$ cat src/hw/fft_dims_pkg.sv
// Sizes are fixed for a 16-point transform and the twiddle table is written for exactly these values
package fft_dims_pkg;

    // ========================================
    // Transform size
    // ========================================

    // Number of complex points in one frame
    localparam int FFT_SIZE = 16;
    // log2 of FFT_SIZE
    localparam int FFT_STAGES = 4;
    // Sample buffer address width
    localparam int FFT_ADDR_W = 4;
    // Butterflies per stage, also the twiddle table depth
    localparam int FFT_HALF = 8;
    localparam int TW_ADDR_W = 3;

    // ========================================
    // Number format
    // ========================================

    // One real or imaginary part, Q1.15
    localparam int SAMPLE_W = 16;
    localparam int FRAC_W = 15;

    // Idle cycles after the last butterfly of a stage
    // Covers the two-cycle issue to write-back path
    localparam int FLUSH_CYCLES = 2;

endpackage
$ cat src/hw/fft_types_pkg.sv
// Samples are signed Q1.15 with no guard bits, so sums wrap and frames must leave headroom
package fft_types_pkg;

    import fft_dims_pkg::*;

    // ========================================
    // Data types
    // ========================================

    // One signed part of a complex sample
    typedef logic signed [SAMPLE_W-1:0] sample_t;

    // Complex sample, real part in the upper half
    typedef struct packed {
        sample_t re;
        sample_t im;
    } cplx_t;

    // ========================================
    // Controller states
    // ========================================

    // IDLE and LOADING accept input
    // PROCESSING runs the four butterfly stages
    // OUTPUTTING streams bins until the last transfer
    typedef enum logic [1:0] {
        IDLE,
        LOADING,
        PROCESSING,
        OUTPUTTING
    } fft_state_t;

endpackage

$ cat src/hw/fft_if.sv
// Both buses are unhandshaked strobes and rely on the controller flush to avoid read-after-write hazards
`timescale 1ns/1ps

// Butterfly issue bus from the controller
// One strobe per butterfly, addresses valid in the same cycle
interface bf_issue_if import fft_dims_pkg::*; ();

    logic                  issue_valid;
    logic [FFT_ADDR_W-1:0] idx_a;
    logic [FFT_ADDR_W-1:0] idx_b;
    logic [TW_ADDR_W-1:0]  tw_addr;

    modport ctrl (output issue_valid, output idx_a, output idx_b, output tw_addr);
    // Buffer only needs the two read addresses
    modport mem  (input idx_a, input idx_b);
    modport rom  (input tw_addr);
    modport bfly (input issue_valid, input idx_a, input idx_b);

endinterface

// Write-back bus from the butterfly into the buffer
// wb_valid writes both entries on the same edge
interface bf_wb_if import fft_dims_pkg::*, fft_types_pkg::*; ();

    logic                  wb_valid;
    logic [FFT_ADDR_W-1:0] wb_idx_a;
    logic [FFT_ADDR_W-1:0] wb_idx_b;
    cplx_t                 wb_a;
    cplx_t                 wb_b;

    modport bfly (output wb_valid, output wb_idx_a, output wb_idx_b,
                  output wb_a, output wb_b);
    modport mem  (input wb_valid, input wb_idx_a, input wb_idx_b,
                  input wb_a, input wb_b);

endinterface

$ cat src/hw/fft_top.sv
// One frame at a time, and new samples are accepted only after the last bin of the previous frame
`timescale 1ns/1ps

module fft_top
    import fft_dims_pkg::*;
    import fft_types_pkg::*;
(
    input  logic                       clk_i,
    input  logic                       rst_ni,
    // Time-domain input
    input  logic signed [SAMPLE_W-1:0] data_real_i,
    input  logic signed [SAMPLE_W-1:0] data_imag_i,
    input  logic                       valid_i,
    output logic                       ready_o,
    // Frequency bins
    output logic signed [SAMPLE_W-1:0] data_real_o,
    output logic signed [SAMPLE_W-1:0] data_imag_o,
    output logic                       valid_o,
    input  logic                       ready_i,
    output logic                       busy_o
);

    logic                  load_en;
    logic [FFT_ADDR_W-1:0] load_idx;
    cplx_t                 rd_a, rd_b;
    cplx_t                 tw;
    logic                  out_start;
    logic                  out_done;
    logic [FFT_ADDR_W-1:0] out_idx;
    cplx_t                 out_data;

    bf_issue_if issue_bus ();
    bf_wb_if    wb_bus ();

    // ========================================
    // Control and storage
    // ========================================
    fft_ctrl u_ctrl (
        .clk_i, .rst_ni, .valid_i, .ready_o, .busy_o,
        .load_en_o  (load_en),
        .load_idx_o (load_idx),
        .issue      (issue_bus.ctrl),
        .out_start_o(out_start),
        .out_done_i (out_done)
    );

    // Real part packs into the upper half of cplx_t
    fft_sample_mem u_mem (
        .clk_i, .rst_ni,
        .load_en_i  (load_en),
        .load_idx_i (load_idx),
        .load_data_i({data_real_i, data_imag_i}),
        .rd         (issue_bus.mem),
        .rd_a_o     (rd_a),
        .rd_b_o     (rd_b),
        .wb         (wb_bus.mem),
        .out_idx_i  (out_idx),
        .out_data_o (out_data)
    );

    // ========================================
    // Butterfly pipeline
    // ========================================
    fft_twiddle_rom u_rom (.clk_i, .rst_ni, .rd(issue_bus.rom), .tw_o(tw));

    fft_butterfly u_bfly (
        .clk_i, .rst_ni,
        .iss   (issue_bus.bfly),
        .op_a_i(rd_a),
        .op_b_i(rd_b),
        .tw_i  (tw),
        .wb    (wb_bus.bfly)
    );

    fft_out_stream u_out (
        .clk_i, .rst_ni,
        .start_i   (out_start),
        .done_o    (out_done),
        .out_idx_o (out_idx),
        .out_data_i(out_data),
        .data_real_o, .data_imag_o, .valid_o, .ready_i
    );

endmodule

$ cat src/hw/fft_out_stream.sv
// Bins leave in natural order through a single output register and start only on a start pulse
`timescale 1ns/1ps

module fft_out_stream
    import fft_dims_pkg::*;
    import fft_types_pkg::*;
(
    input  logic                  clk_i,
    input  logic                  rst_ni,
    input  logic                  start_i,
    output logic                  done_o,
    output logic [FFT_ADDR_W-1:0] out_idx_o,
    input  cplx_t                 out_data_i,
    output sample_t               data_real_o,
    output sample_t               data_imag_o,
    output logic                  valid_o,
    input  logic                  ready_i
);

    // Bins still to be fetched
    logic                  active_q;
    logic [FFT_ADDR_W-1:0] cnt_q;
    // Register holds bin 15
    logic                  last_q;
    logic                  xfer;
    logic                  load;

    assign xfer = valid_o && ready_i;
    // Refill when empty or when the current bin leaves
    assign load = active_q && (!valid_o || ready_i);

    always_ff @(posedge clk_i or negedge rst_ni) begin
        if (!rst_ni) begin
            active_q    <= 1'b0;
            cnt_q       <= '0;
            last_q      <= 1'b0;
            valid_o     <= 1'b0;
            data_real_o <= '0;
            data_imag_o <= '0;
        end else begin
            if (start_i) begin
                active_q <= 1'b1;
                cnt_q    <= '0;
            end else if (load) begin
                data_real_o <= out_data_i.re;
                data_imag_o <= out_data_i.im;
                valid_o     <= 1'b1;
                last_q      <= (cnt_q == FFT_ADDR_W'(FFT_SIZE - 1));
                cnt_q       <= cnt_q + 1'b1;
                if (cnt_q == FFT_ADDR_W'(FFT_SIZE - 1)) begin
                    active_q <= 1'b0;
                end
            end else if (xfer) begin
                valid_o <= 1'b0;
                last_q  <= 1'b0;
            end
        end
    end

    assign out_idx_o = cnt_q;
    assign done_o    = xfer && last_q;

endmodule

$ cat src/hw/fft_butterfly.sv
// Products are truncated to Q1.15 and sums wrap with no stage scaling, so large inputs overflow
`timescale 1ns/1ps

module fft_butterfly
    import fft_dims_pkg::*;
    import fft_types_pkg::*;
(
    input  logic     clk_i,
    input  logic     rst_ni,
    bf_issue_if.bfly iss,
    input  cplx_t    op_a_i,
    input  cplx_t    op_b_i,
    input  cplx_t    tw_i,
    bf_wb_if.bfly    wb
);

    // ========================================
    // Alignment register
    // ========================================
    logic                  valid_q;
    logic [FFT_ADDR_W-1:0] idx_a_q, idx_b_q;
    cplx_t                 a_q, b_q;

    // Full-width products before truncation
    logic signed [2*SAMPLE_W-1:0] prod_re, prod_im;
    sample_t                      wb_re, wb_im;

    always_ff @(posedge clk_i or negedge rst_ni) begin
        if (!rst_ni) begin
            valid_q <= 1'b0;
        end else begin
            valid_q <= iss.issue_valid;
        end
    end

    // Operands and indices ride along with the strobe
    always_ff @(posedge clk_i) begin
        a_q     <= op_a_i;
        b_q     <= op_b_i;
        idx_a_q <= iss.idx_a;
        idx_b_q <= iss.idx_b;
    end

    // ========================================
    // Complex multiply W*B
    // ========================================
    assign prod_re = b_q.re * tw_i.re - b_q.im * tw_i.im;
    assign prod_im = b_q.re * tw_i.im + b_q.im * tw_i.re;

    // Keep bits 30 down to 15 of the Q2.30 product
    assign wb_re = prod_re[FRAC_W+SAMPLE_W-1:FRAC_W];
    assign wb_im = prod_im[FRAC_W+SAMPLE_W-1:FRAC_W];

    // ========================================
    // Radix-2 DIT outputs
    // ========================================
    // A' = A + WB, B' = A - WB
    assign wb.wb_valid = valid_q;
    assign wb.wb_idx_a = idx_a_q;
    assign wb.wb_idx_b = idx_b_q;
    assign wb.wb_a     = '{re: a_q.re + wb_re, im: a_q.im + wb_im};
    assign wb.wb_b     = '{re: a_q.re - wb_re, im: a_q.im - wb_im};

endmodule

$ cat src/hw/fft_twiddle_rom.sv
// Table holds only the 8 twiddles of a 16-point transform, with W0 real part limited to 32767
`timescale 1ns/1ps

module fft_twiddle_rom
    import fft_dims_pkg::*;
    import fft_types_pkg::*;
(
    input  logic   clk_i,
    input  logic   rst_ni,
    bf_issue_if.rom rd,
    output cplx_t  tw_o
);

    cplx_t tw_w;

    // W^k = cos(2*pi*k/16) - j*sin(2*pi*k/16), Q1.15 rounded
    always_comb begin
        case (rd.tw_addr)
            3'd0:    tw_w = '{re: 16'h7FFF, im: 16'h0000};
            3'd1:    tw_w = '{re: 16'h7642, im: 16'hCF04};
            3'd2:    tw_w = '{re: 16'h5A82, im: 16'hA57E};
            3'd3:    tw_w = '{re: 16'h30FC, im: 16'h89BE};
            // Exactly -j
            3'd4:    tw_w = '{re: 16'h0000, im: 16'h8000};
            3'd5:    tw_w = '{re: 16'hCF04, im: 16'h89BE};
            3'd6:    tw_w = '{re: 16'hA57E, im: 16'hA57E};
            3'd7:    tw_w = '{re: 16'h89BE, im: 16'hCF04};
            default: tw_w = '0;
        endcase
    end

    // One cycle after the address, aligned with the butterfly operand register
    always_ff @(posedge clk_i or negedge rst_ni) begin
        if (!rst_ni) begin
            tw_o <= '0;
        end else begin
            tw_o <= tw_w;
        end
    end

endmodule

$ cat src/hw/fft_sample_mem.sv
// Reads are combinational and a load never coincides with a write-back, which the controller guarantees
`timescale 1ns/1ps

module fft_sample_mem
    import fft_dims_pkg::*;
    import fft_types_pkg::*;
(
    input  logic                  clk_i,
    input  logic                  rst_ni,
    // Load port, index already bit-reversed
    input  logic                  load_en_i,
    input  logic [FFT_ADDR_W-1:0] load_idx_i,
    input  cplx_t                 load_data_i,
    // Butterfly operand reads
    bf_issue_if.mem               rd,
    output cplx_t                 rd_a_o,
    output cplx_t                 rd_b_o,
    // Butterfly results
    bf_wb_if.mem                  wb,
    // Output stream read
    input  logic [FFT_ADDR_W-1:0] out_idx_i,
    output cplx_t                 out_data_o
);

    // Single in-place buffer for the whole frame
    cplx_t mem_q [FFT_SIZE];

    // ========================================
    // Write ports
    // ========================================
    always_ff @(posedge clk_i or negedge rst_ni) begin
        if (!rst_ni) begin
            for (int i = 0; i < FFT_SIZE; i++) begin
                mem_q[i] <= '0;
            end
        end else begin
            if (load_en_i) begin
                mem_q[load_idx_i] <= load_data_i;
            end
            // Both legs of a butterfly write on the same edge
            if (wb.wb_valid) begin
                mem_q[wb.wb_idx_a] <= wb.wb_a;
                mem_q[wb.wb_idx_b] <= wb.wb_b;
            end
        end
    end

    // ========================================
    // Read ports
    // ========================================
    assign rd_a_o     = mem_q[rd.idx_a];
    assign rd_b_o     = mem_q[rd.idx_b];
    assign out_data_o = mem_q[out_idx_i];

endmodule

$ cat src/hw/fft_ctrl.sv
// Input is refused outside IDLE and LOADING and each stage takes a fixed 10 cycles with no early exit
`timescale 1ns/1ps

module fft_ctrl
    import fft_dims_pkg::*;
    import fft_types_pkg::*;
(
    input  logic                  clk_i,
    input  logic                  rst_ni,
    input  logic                  valid_i,
    output logic                  ready_o,
    output logic                  busy_o,
    output logic                  load_en_o,
    output logic [FFT_ADDR_W-1:0] load_idx_o,
    bf_issue_if.ctrl              issue,
    output logic                  out_start_o,
    input  logic                  out_done_i
);

    fft_state_t state_q, state_d;

    logic [FFT_ADDR_W-1:0]         in_cnt_q;
    logic [$clog2(FFT_STAGES)-1:0] stage_q;
    // Counts issues then flush cycles within a stage
    logic [FFT_ADDR_W-1:0]         bf_cnt_q;
    logic                          accept;
    logic                          flush_end;
    logic                          last_stage;
    logic                          out_start_q;

    // Issue registers
    logic                  issue_valid_q;
    logic [FFT_ADDR_W-1:0] idx_a_q, idx_b_q;
    logic [TW_ADDR_W-1:0]  tw_addr_q;

    // Address terms for the current butterfly
    logic [FFT_ADDR_W-1:0] half_w, pos_w, grp_w, base_w;
    logic [TW_ADDR_W-1:0]  tw_w;

    function automatic logic [FFT_ADDR_W-1:0] bit_rev(input logic [FFT_ADDR_W-1:0] v);
        logic [FFT_ADDR_W-1:0] r;
        for (int i = 0; i < FFT_ADDR_W; i++) begin
            r[i] = v[FFT_ADDR_W-1-i];
        end
        return r;
    endfunction

    // ========================================
    // Handshake and load path
    // ========================================
    assign ready_o    = (state_q == IDLE) || (state_q == LOADING);
    assign busy_o     = (state_q != IDLE);
    assign accept     = ready_o && valid_i;
    assign load_en_o  = accept;
    // Samples land bit-reversed so stage 0 reads in natural order
    assign load_idx_o = bit_rev(in_cnt_q);

    assign flush_end  = (bf_cnt_q == FFT_ADDR_W'(FFT_HALF + FLUSH_CYCLES - 1));
    assign last_stage = (stage_q == $bits(stage_q)'(FFT_STAGES - 1));

    always_comb begin
        state_d = state_q;
        case (state_q)
            IDLE, LOADING: begin
                if (accept) begin
                    state_d = (in_cnt_q == FFT_ADDR_W'(FFT_SIZE - 1)) ? PROCESSING : LOADING;
                end
            end
            PROCESSING: begin
                if (flush_end && last_stage) begin
                    state_d = OUTPUTTING;
                end
            end
            OUTPUTTING: begin
                if (out_done_i) begin
                    state_d = IDLE;
                end
            end
            default: state_d = IDLE;
        endcase
    end

    // ========================================
    // Butterfly addressing
    // ========================================
    always_comb begin
        // Span between the two legs doubles every stage
        half_w = FFT_ADDR_W'(1) << stage_q;
        pos_w  = bf_cnt_q & (half_w - FFT_ADDR_W'(1));
        grp_w  = bf_cnt_q >> stage_q;
        base_w = (grp_w << (stage_q + 1)) | pos_w;
        tw_w   = TW_ADDR_W'(pos_w * (FFT_SIZE >> (stage_q + 1)));
    end

    always_ff @(posedge clk_i or negedge rst_ni) begin
        if (!rst_ni) begin
            state_q       <= IDLE;
            in_cnt_q      <= '0;
            stage_q       <= '0;
            bf_cnt_q      <= '0;
            out_start_q   <= 1'b0;
            issue_valid_q <= 1'b0;
            idx_a_q       <= '0;
            idx_b_q       <= '0;
            tw_addr_q     <= '0;
        end else begin
            state_q     <= state_d;
            out_start_q <= (state_q == PROCESSING) && (state_d == OUTPUTTING);
            // Wraps to zero after the 16th sample
            if (accept) begin
                in_cnt_q <= in_cnt_q + 1'b1;
            end
            if (state_q == PROCESSING) begin
                if (bf_cnt_q < FFT_HALF) begin
                    issue_valid_q <= 1'b1;
                    idx_a_q       <= base_w;
                    idx_b_q       <= base_w + half_w;
                    tw_addr_q     <= tw_w;
                    bf_cnt_q      <= bf_cnt_q + 1'b1;
                end else begin
                    // Flush so the next stage reads written results
                    issue_valid_q <= 1'b0;
                    if (flush_end) begin
                        bf_cnt_q <= '0;
                        stage_q  <= stage_q + 1'b1;
                    end else begin
                        bf_cnt_q <= bf_cnt_q + 1'b1;
                    end
                end
            end else begin
                issue_valid_q <= 1'b0;
                bf_cnt_q      <= '0;
                stage_q       <= '0;
            end
        end
    end

    assign issue.issue_valid = issue_valid_q;
    assign issue.idx_a       = idx_a_q;
    assign issue.idx_b       = idx_b_q;
    assign issue.tw_addr     = tw_addr_q;
    assign out_start_o       = out_start_q;

endmodule

$ cat config.mk
export PLATFORM = sky130hd
export DESIGN_NAME = fft_top
export DESIGN_NICKNAME = d
export VERILOG_FILES = /design/src/hw/fft_dims_pkg.sv /design/src/hw/fft_types_pkg.sv /design/src/hw/fft_if.sv /design/src/hw/fft_top.sv /design/src/hw/fft_out_stream.sv /design/src/hw/fft_butterfly.sv /design/src/hw/fft_twiddle_rom.sv /design/src/hw/fft_sample_mem.sv /design/src/hw/fft_ctrl.sv
export SDC_FILE = /design/constraint.sdc
export NUM_CORES = 2
export LEC_CHECK = 0
export BUFFER_PORTS_ARGS = -buffer_cell sky130_fd_sc_hd__clkbuf_2
export CORE_MARGIN = 8
export CORE_UTILIZATION = 51
export CTS_BUF_LIST = sky130_fd_sc_hd__clkbuf_4
export CTS_CLUSTER_DIAMETER = 80
export DETAILED_ROUTE_END_ITERATION = 12
export PLACE_DENSITY_LB_ADDON = 0.08
export SLEW_MARGIN = 20
export SYNTH_ARGS = -nofsm -noshare
export SYNTH_HDL_FRONTEND = slang
export SYNTH_SLANG_ARGS = --single-unit
export TNS_END_PERCENT = 30
$ cat constraint.sdc
create_clock -name clk_i -period 9.95 [get_ports clk_i]
set_input_delay 2.985 -clock clk_i [delete_from_list [all_inputs] [get_ports clk_i]]
set_output_delay 2.985 -clock clk_i [all_outputs]
set_load 0.02 [all_outputs]
# [After elaboration in Yosys (flattened, before gate mapping)]
# Memory sizes are Yosys's and may differ from the RTL's. A register that Yosys moved wholly into a read port is not among the register bits.
# Index checks and enable logic that the tools add are counted.
[word_totals] regBits=665 latch_bits=0 ram_bits=0 rom_bits=240 inputBits=36 out_inout_bits=35 elab_cells=172 n_memories=1
[classes] add_sub_neg=13 n_mul=5 n_div=0 order_cmp=10 n_eq_ne=10 shift=4 n_mux=41 bitwise=9 reduce_logical=24
[memory_table] memory="(name not given)" depth=8 word_bits=30 rd=1 rd_clocked_by_memory_dff=1 wr=0 line="fft_twiddle_rom.sv:18" rtl="case (rd.tw_addr)"
[ops] operator="$bwmux W512" n=3
[ops] operator="$mux W512" n=2
[ops] operator="$bmux W32 S4" n=3
[ops] operator="$demux W32 S4" n=3
[ops] operator="$mux W32" n=9
[ops] operator="$mul A16 B16 Y31" n=4
[ops] operator="$add A16 B16 Y16" n=2
[ops] operator="$mul A4 B32 Y3" n=1
[ops] operator="$shl A4 B32 Y4" n=1
[ops] operator="$shr A5 B32 Y32 const A" n=1
[ops] operator="$sub A16 B16 Y16" n=2
[ops] operator="$add A31 B31 Y31" n=1
[ops] operator="$sub A31 B31 Y31" n=1
[ops] operator="$ge A5 B5 Y1 const B" n=6
[ops] operator="$not A4 Y5" n=6
[ops] operator="$mux W4" n=5
[ops] operator="$lt A5 B1 Y1 const B" n=3
[ops] operator="$mux W2" n=7
[ops] operator="$add A4 B1 Y4 const B" n=3
[ops] operator="$eq A4 B4 Y1 const B" n=3
[ops] operator="$reduce_and A2 Y1" n=5
[ops] operator="$logic_and A1 B1 Y1" n=9
[ops] operator="$eq A2 B2 Y1 const B" n=4
[ops] operator="$mux W1" n=8
[ops] operator="other kinds (19)" n=24

# [Depth between registers and ports, before layout]
[logic_depth] depth_word=10 depth_mapped=43 depth_no_buf=40

# [Hierarchy]
# From an unflattened synthesis, not the netlist that was laid out.
[unflattened] cells_unflattened=8864 hier_area_um2=85087.9
[modules_own_cells] mod="fft_butterfly" n_inst=1 cells_per_inst=4544 area_per_inst_um2=42575.8
[modules_own_cells] mod="fft_sample_mem" n_inst=1 cells_per_inst=4013 area_per_inst_um2=38476.9
[modules_own_cells] mod="fft_out_stream" n_inst=1 cells_per_inst=107 area_per_inst_um2=1725.4
[modules_own_cells] mod="fft_ctrl" n_inst=1 cells_per_inst=132 area_per_inst_um2=1448.9
[modules_own_cells] mod="fft_twiddle_rom" n_inst=1 cells_per_inst=68 area_per_inst_um2=860.8

# [Least setup slack after synthesis]
# OpenSTA, ideal clock, no wires.
[synth_timing] path_kind="register to register" from="reg, netlist name u_rom.tw_o[5]" to="reg u_mem.mem_q[239] (netlist bit)" setup_time_ns=0.123 arrival_ns=9.682 path_slack_ns=0.145 stages_incl_launch_ff=40 path_buffers=3 cell_sequence="dfrtp_1 > clkbuf_1 > clkbuf_1 > nand2_1 > fa_1 > inv_1 > fa_1 > fa_1 > inv_1 > fa_1 > fa_1 > inv_1 > fa_1 > fa_1 > inv_1 > fa_1 > inv_1 > ha_1 > (+4 left out) > o21a_1 > o21a_1 > o21a_1 > o21ai_0 > mux2i_1 > or2_2 > ha_1 > nor2_1 > nand2_1 > o21ai_0 > a311oi_2 > a21oi_2 > a221o_1 > a221o_1 > xnor2_1 > nand2_2 > buf_6 > o221a_1"
[synth_via] elab_chain_len=6
[synth_lines] item="$mul A16 B16 Y31 (*)" line="fft_butterfly.sv:48" rtl="assign prod_im = b_q.re * tw_i.im + b_q.im * tw_i.re;"
[synth_lines] item="$add A31 B31 Y31 (*)" line="fft_butterfly.sv:48"
[synth_lines] item="$add A16 B16 Y16" line="fft_butterfly.sv:61" rtl="assign wb.wb_a = '{re: a_q.re + wb_re, im: a_q.im + wb_im};"
[synth_lines] item="$bwmux W512" line="fft_sample_mem.sv:42" rtl="mem_q[wb.wb_idx_a] <= wb.wb_a;"
[synth_lines] item="$bwmux W512 (*)" line="fft_sample_mem.sv:43" rtl="mem_q[wb.wb_idx_b] <= wb.wb_b;"
[synth_lines] item="$mux W512 (*)" line="fft_sample_mem.sv:41" rtl="if (wb.wb_valid) begin"
[synth_lines] item="to (signal, indexed assignment)" line="fft_sample_mem.sv:38" rtl="mem_q[load_idx_i] <= load_data_i;"
[synth_lines] item="to (signal, indexed assignment)" line="fft_sample_mem.sv:42"
[synth_lines] item="to (signal, indexed assignment)" line="fft_sample_mem.sv:43"
[synth_lines] item="to (decl)" line="fft_sample_mem.sv:26" rtl="cplx_t mem_q [FFT_SIZE];"
# Mark *: on every way between the ends. The rest lies on a longest branch, timed or not.
# A chain may end at the register's enable or synchronous reset.

# [Final worst setup path]
[layout_timing] from="reg u_bfly.b_q[6] (netlist bit)" to="reg u_mem.mem_q[79] (netlist bit)"
[layout_via] elab_chain_len=6
[layout_lines] item="from (decl)" line="fft_butterfly.sv:22" rtl="cplx_t a_q, b_q;"
[layout_lines] item="from (signal assigned)" line="fft_butterfly.sv:39" rtl="b_q <= op_b_i;"
[layout_lines] item="$mul A16 B16 Y31 (*)" line="fft_butterfly.sv:48"
[layout_lines] item="$add A31 B31 Y31 (*)" line="fft_butterfly.sv:48"
[layout_lines] item="$add A16 B16 Y16" line="fft_butterfly.sv:61"
[layout_lines] item="$bwmux W512" line="fft_sample_mem.sv:42"
[layout_lines] item="$bwmux W512 (*)" line="fft_sample_mem.sv:43"
[layout_lines] item="$mux W512 (*)" line="fft_sample_mem.sv:41"
# Marked as above.

==> results.toml <==
[placed_design]
gp_congestion = 0.940
dp_cells = 10494
dpl-instance-area_um2 = 86900
dpl.hpwl_mm = 224
port_buffers = 70

[run_status]
status = "finished clean"

[yosys]
synth_area_leaders = "fa_1, dfrtp_1, mux4_2"
yosysWarnings = 0
synth.avg_cell_area_um2 = 9.60
synthTopCellsByCount = "nand2_1, inv_1, fa_1"
yosysTopAreaCellShare = 0.251
async_reset_ff_frac = 0.892
synth-edff-count = 0
synth_flop_cell = "dfrtp_1"
syn_inst = 8491
synth_top_cell_by_area = "fa_1"
syn_nets = 9959
post-synth-top-count-cell = "nand2_1"
syn_area_um2 = 81500
yosysSeqAreaShare = 0.201
ys_ff_latch = 669
synth_cell_types = 76

[sta]
whs_ns = 0.349
final-hold-violation-count = 0
setup_viol = 0
period_minus_slack_ns = 9.77
worst_slew_pin_slew_ns = 1.17
post-route-period-util = 0.982
worst_clock_skew_ns = 0.115
fmax_mhz = 102
rsz0062_at_grt = "true"
drv_slew = 0
slew_headroom = 0.220

[critical_path]
cp_num_cells = 40
worstReg2RegEnd = "u_mem.mem_q[79]"
regToRegSetupSlack_ns = 0.18
required_ns = 11.15
max_stage_delay_ns = 0.62
arrival_ns = 10.97
reg2reg_depth = 40
reg2reg_from = "u_bfly.b_q[6]"
worst_setup_path_end_kind = "register"
crit_top_cell = "fa_1"
slowest_stage = "fa_1"
critical_path_class = "register to register"
crit_fanout = 8
start_kind = "register"
cp_num_buf_inv = 9
path_delay_family = "adder cells"

[detailed_routing]
ant_nets = 0
highest_layer = "met5"
totalWireLength_mm = 348
routedLengthMet1_mm = 119
via_per_inst = 6.66
first_iter_violations = 10465
wl_met3_mm = 46.6
num_vias = 72704
wl_met2_mm = 153
wire_per_inst_um = 31.8
drc = 0
drtPass1Iterations = 11

[worst_hold_path]
hold_depth = 0
holdCritPathClass = "register to register"
min_from = "u_ctrl.issue.issue_valid"
min_to = "u_bfly.wb.wb_valid"

[floorplan]
core_area_um2 = 159000
io_pins = 71
placement_rows = 146
die_x_um = 416
start_util = 0.514
die_h_um = 416
die_area_um2 = 173000

[global_routing]
grt_overflow_total = 0
grt_usage = 0.395
grt_pass1_vias = 73815
grt_max_degree = 192
grt_pass1_wl_mm = 502
antenna_found_initial = 39

[layout]
fin_cells = 10924
areaGrowthSynthToFinish_pct = 11.2
fin_area_um2 = 90600
layout-drive-gt1-share = 0.187
nets = 10114
final_util = 0.571

[cts]
cts_tree = "built"
cts_hold_buf = 0
clk_latency_ns = 1.33
root_buffer = "clkbuf_4"
cts_inserted_buffers = 196
cts_max_level = 4
path_clk_slew_ns = 0.07
cts.sinks = 669
clk_path_buf_depth = 3

[job]
drv_cap = 0
==> cell type report <==
cell class / count / area (um^2)
diodes: 33 / 82.6
fillers: 14126 / 68000
inverters: 1325 / 4970
repair buffers: 686 / 5570
multi-input cells: 5768 / 58300
flip-flops and latches: 669 / 16400
clock buffers: 298 / 2240
well taps: 2072 / 2590
clock inverters: 73 / 425
==> routing by layer <==
metal  track usage  vias up
met5       0.00528        -
met4         0.256       26
met1         0.473    36149
met3         0.149     1733
met2         0.597     5710
li1              -    29086
==> state kept, by name (all words and copies together) (netlist names) <==
name                      flops
u_out.active_q                1
u_ctrl.bf_cnt_q               4
u_out.data_imag_o            16
u_ctrl.out_start_o            1
u_ctrl.in_cnt_q               4
u_bfly.wb.wb_idx_b            4
u_mem.mem_q                 512
u_rom.tw_o                   20
u_out.last_q                  1
u_ctrl.state_q                2
u_ctrl.issue.idx_a            4
u_out.valid_o                 1
u_ctrl.issue.issue_valid      1
u_bfly.wb.wb_idx_a            4
u_ctrl.issue.tw_addr          3
u_bfly.b_q                   32
u_ctrl.stage_q                2
u_bfly.a_q                   32
u_bfly.wb.wb_valid            1
u_ctrl.issue.idx_b            4
u_out.data_real_o            16
u_out.out_idx_o               4
==> logic make-up (layout without fill, tap and decap cells) <==
kind of cell,after synthesis,count (layout),share of synthesized area
AOI/OAI and AO/OA,1338,1338,0.119
xor gates and xnor gates,175,175,0.0188
adders and majority gates,1432,1432,0.314
buffers and inverters,2054,2382,0.0976
DFF,669,669,0.201
muxes,575,575,0.130
other,0,33,0
and+or+nand+nor,2248,2248,0.120
==> what timing repair did <==
action	4_1_cts	5_1_grt
pin swaps	1	60
gates cloned	0	3
endpoints found under the setup margin	145	192
gates resized for setup	22	155
setup buffers	1	23
==> worst max-delay path by stage <==
stage | endpoint | from | slack (ns)
2_1_floorplan | u_mem.mem_q[239] | u_rom.tw_o[5] | 0.15
3_3_place_gp | u_mem.mem_q[143] | u_bfly.b_q[8] | -0.31
3_5_place_dp | u_mem.mem_q[223] | u_rom.tw_o[5] | -0.46
4_1_cts | u_mem.mem_q[143] | u_rom.tw_o[14] | 0.01
5_1_grt | u_mem.mem_q[79] | u_rom.tw_o[29] | -0.13
6_report | u_mem.mem_q[79] | u_bfly.b_q[6] | 0.18
==> placed cells by master, fill, tap and decap left out, drive strengths merged, types with 36 or more instances in the layout <==
| master | n |
|---|---|
| nand2 | 1473 |
| inv | 1331 |
| fa | 1020 |
| buf | 615 |
| dfrtp | 597 |
| a32oi | 418 |
| o22ai | 416 |
| ha | 412 |
| mux4 | 384 |
| clkbuf | 369 |
| and2 | 314 |
| nor2 | 206 |
| mux2i | 183 |
| o21ai | 151 |
| xnor2 | 136 |
| a21oi | 93 |
| o221ai | 78 |
| dfxtp | 72 |
| nand3 | 72 |
| clkinv | 63 |
| nor3 | 46 |
| nor2b | 41 |
| xor2 | 39 |
| nand2b | 37 |
| a221oi | 36 |
==> per-stage QoR <==
step / setup WS (ns) / TNS (ns)
floorplan: 0.145 / 0
global placement: -0.309 / -14.12
detailed placement: -0.457 / -28.53
CTS: 0.0115 / 0
global route: -0.132 / -3.50
finish: 0.181 / 0
Power is left out: the tool's default activity adds up to more than one toggle a clock period on the data nets, which glitch-free logic cannot reach.
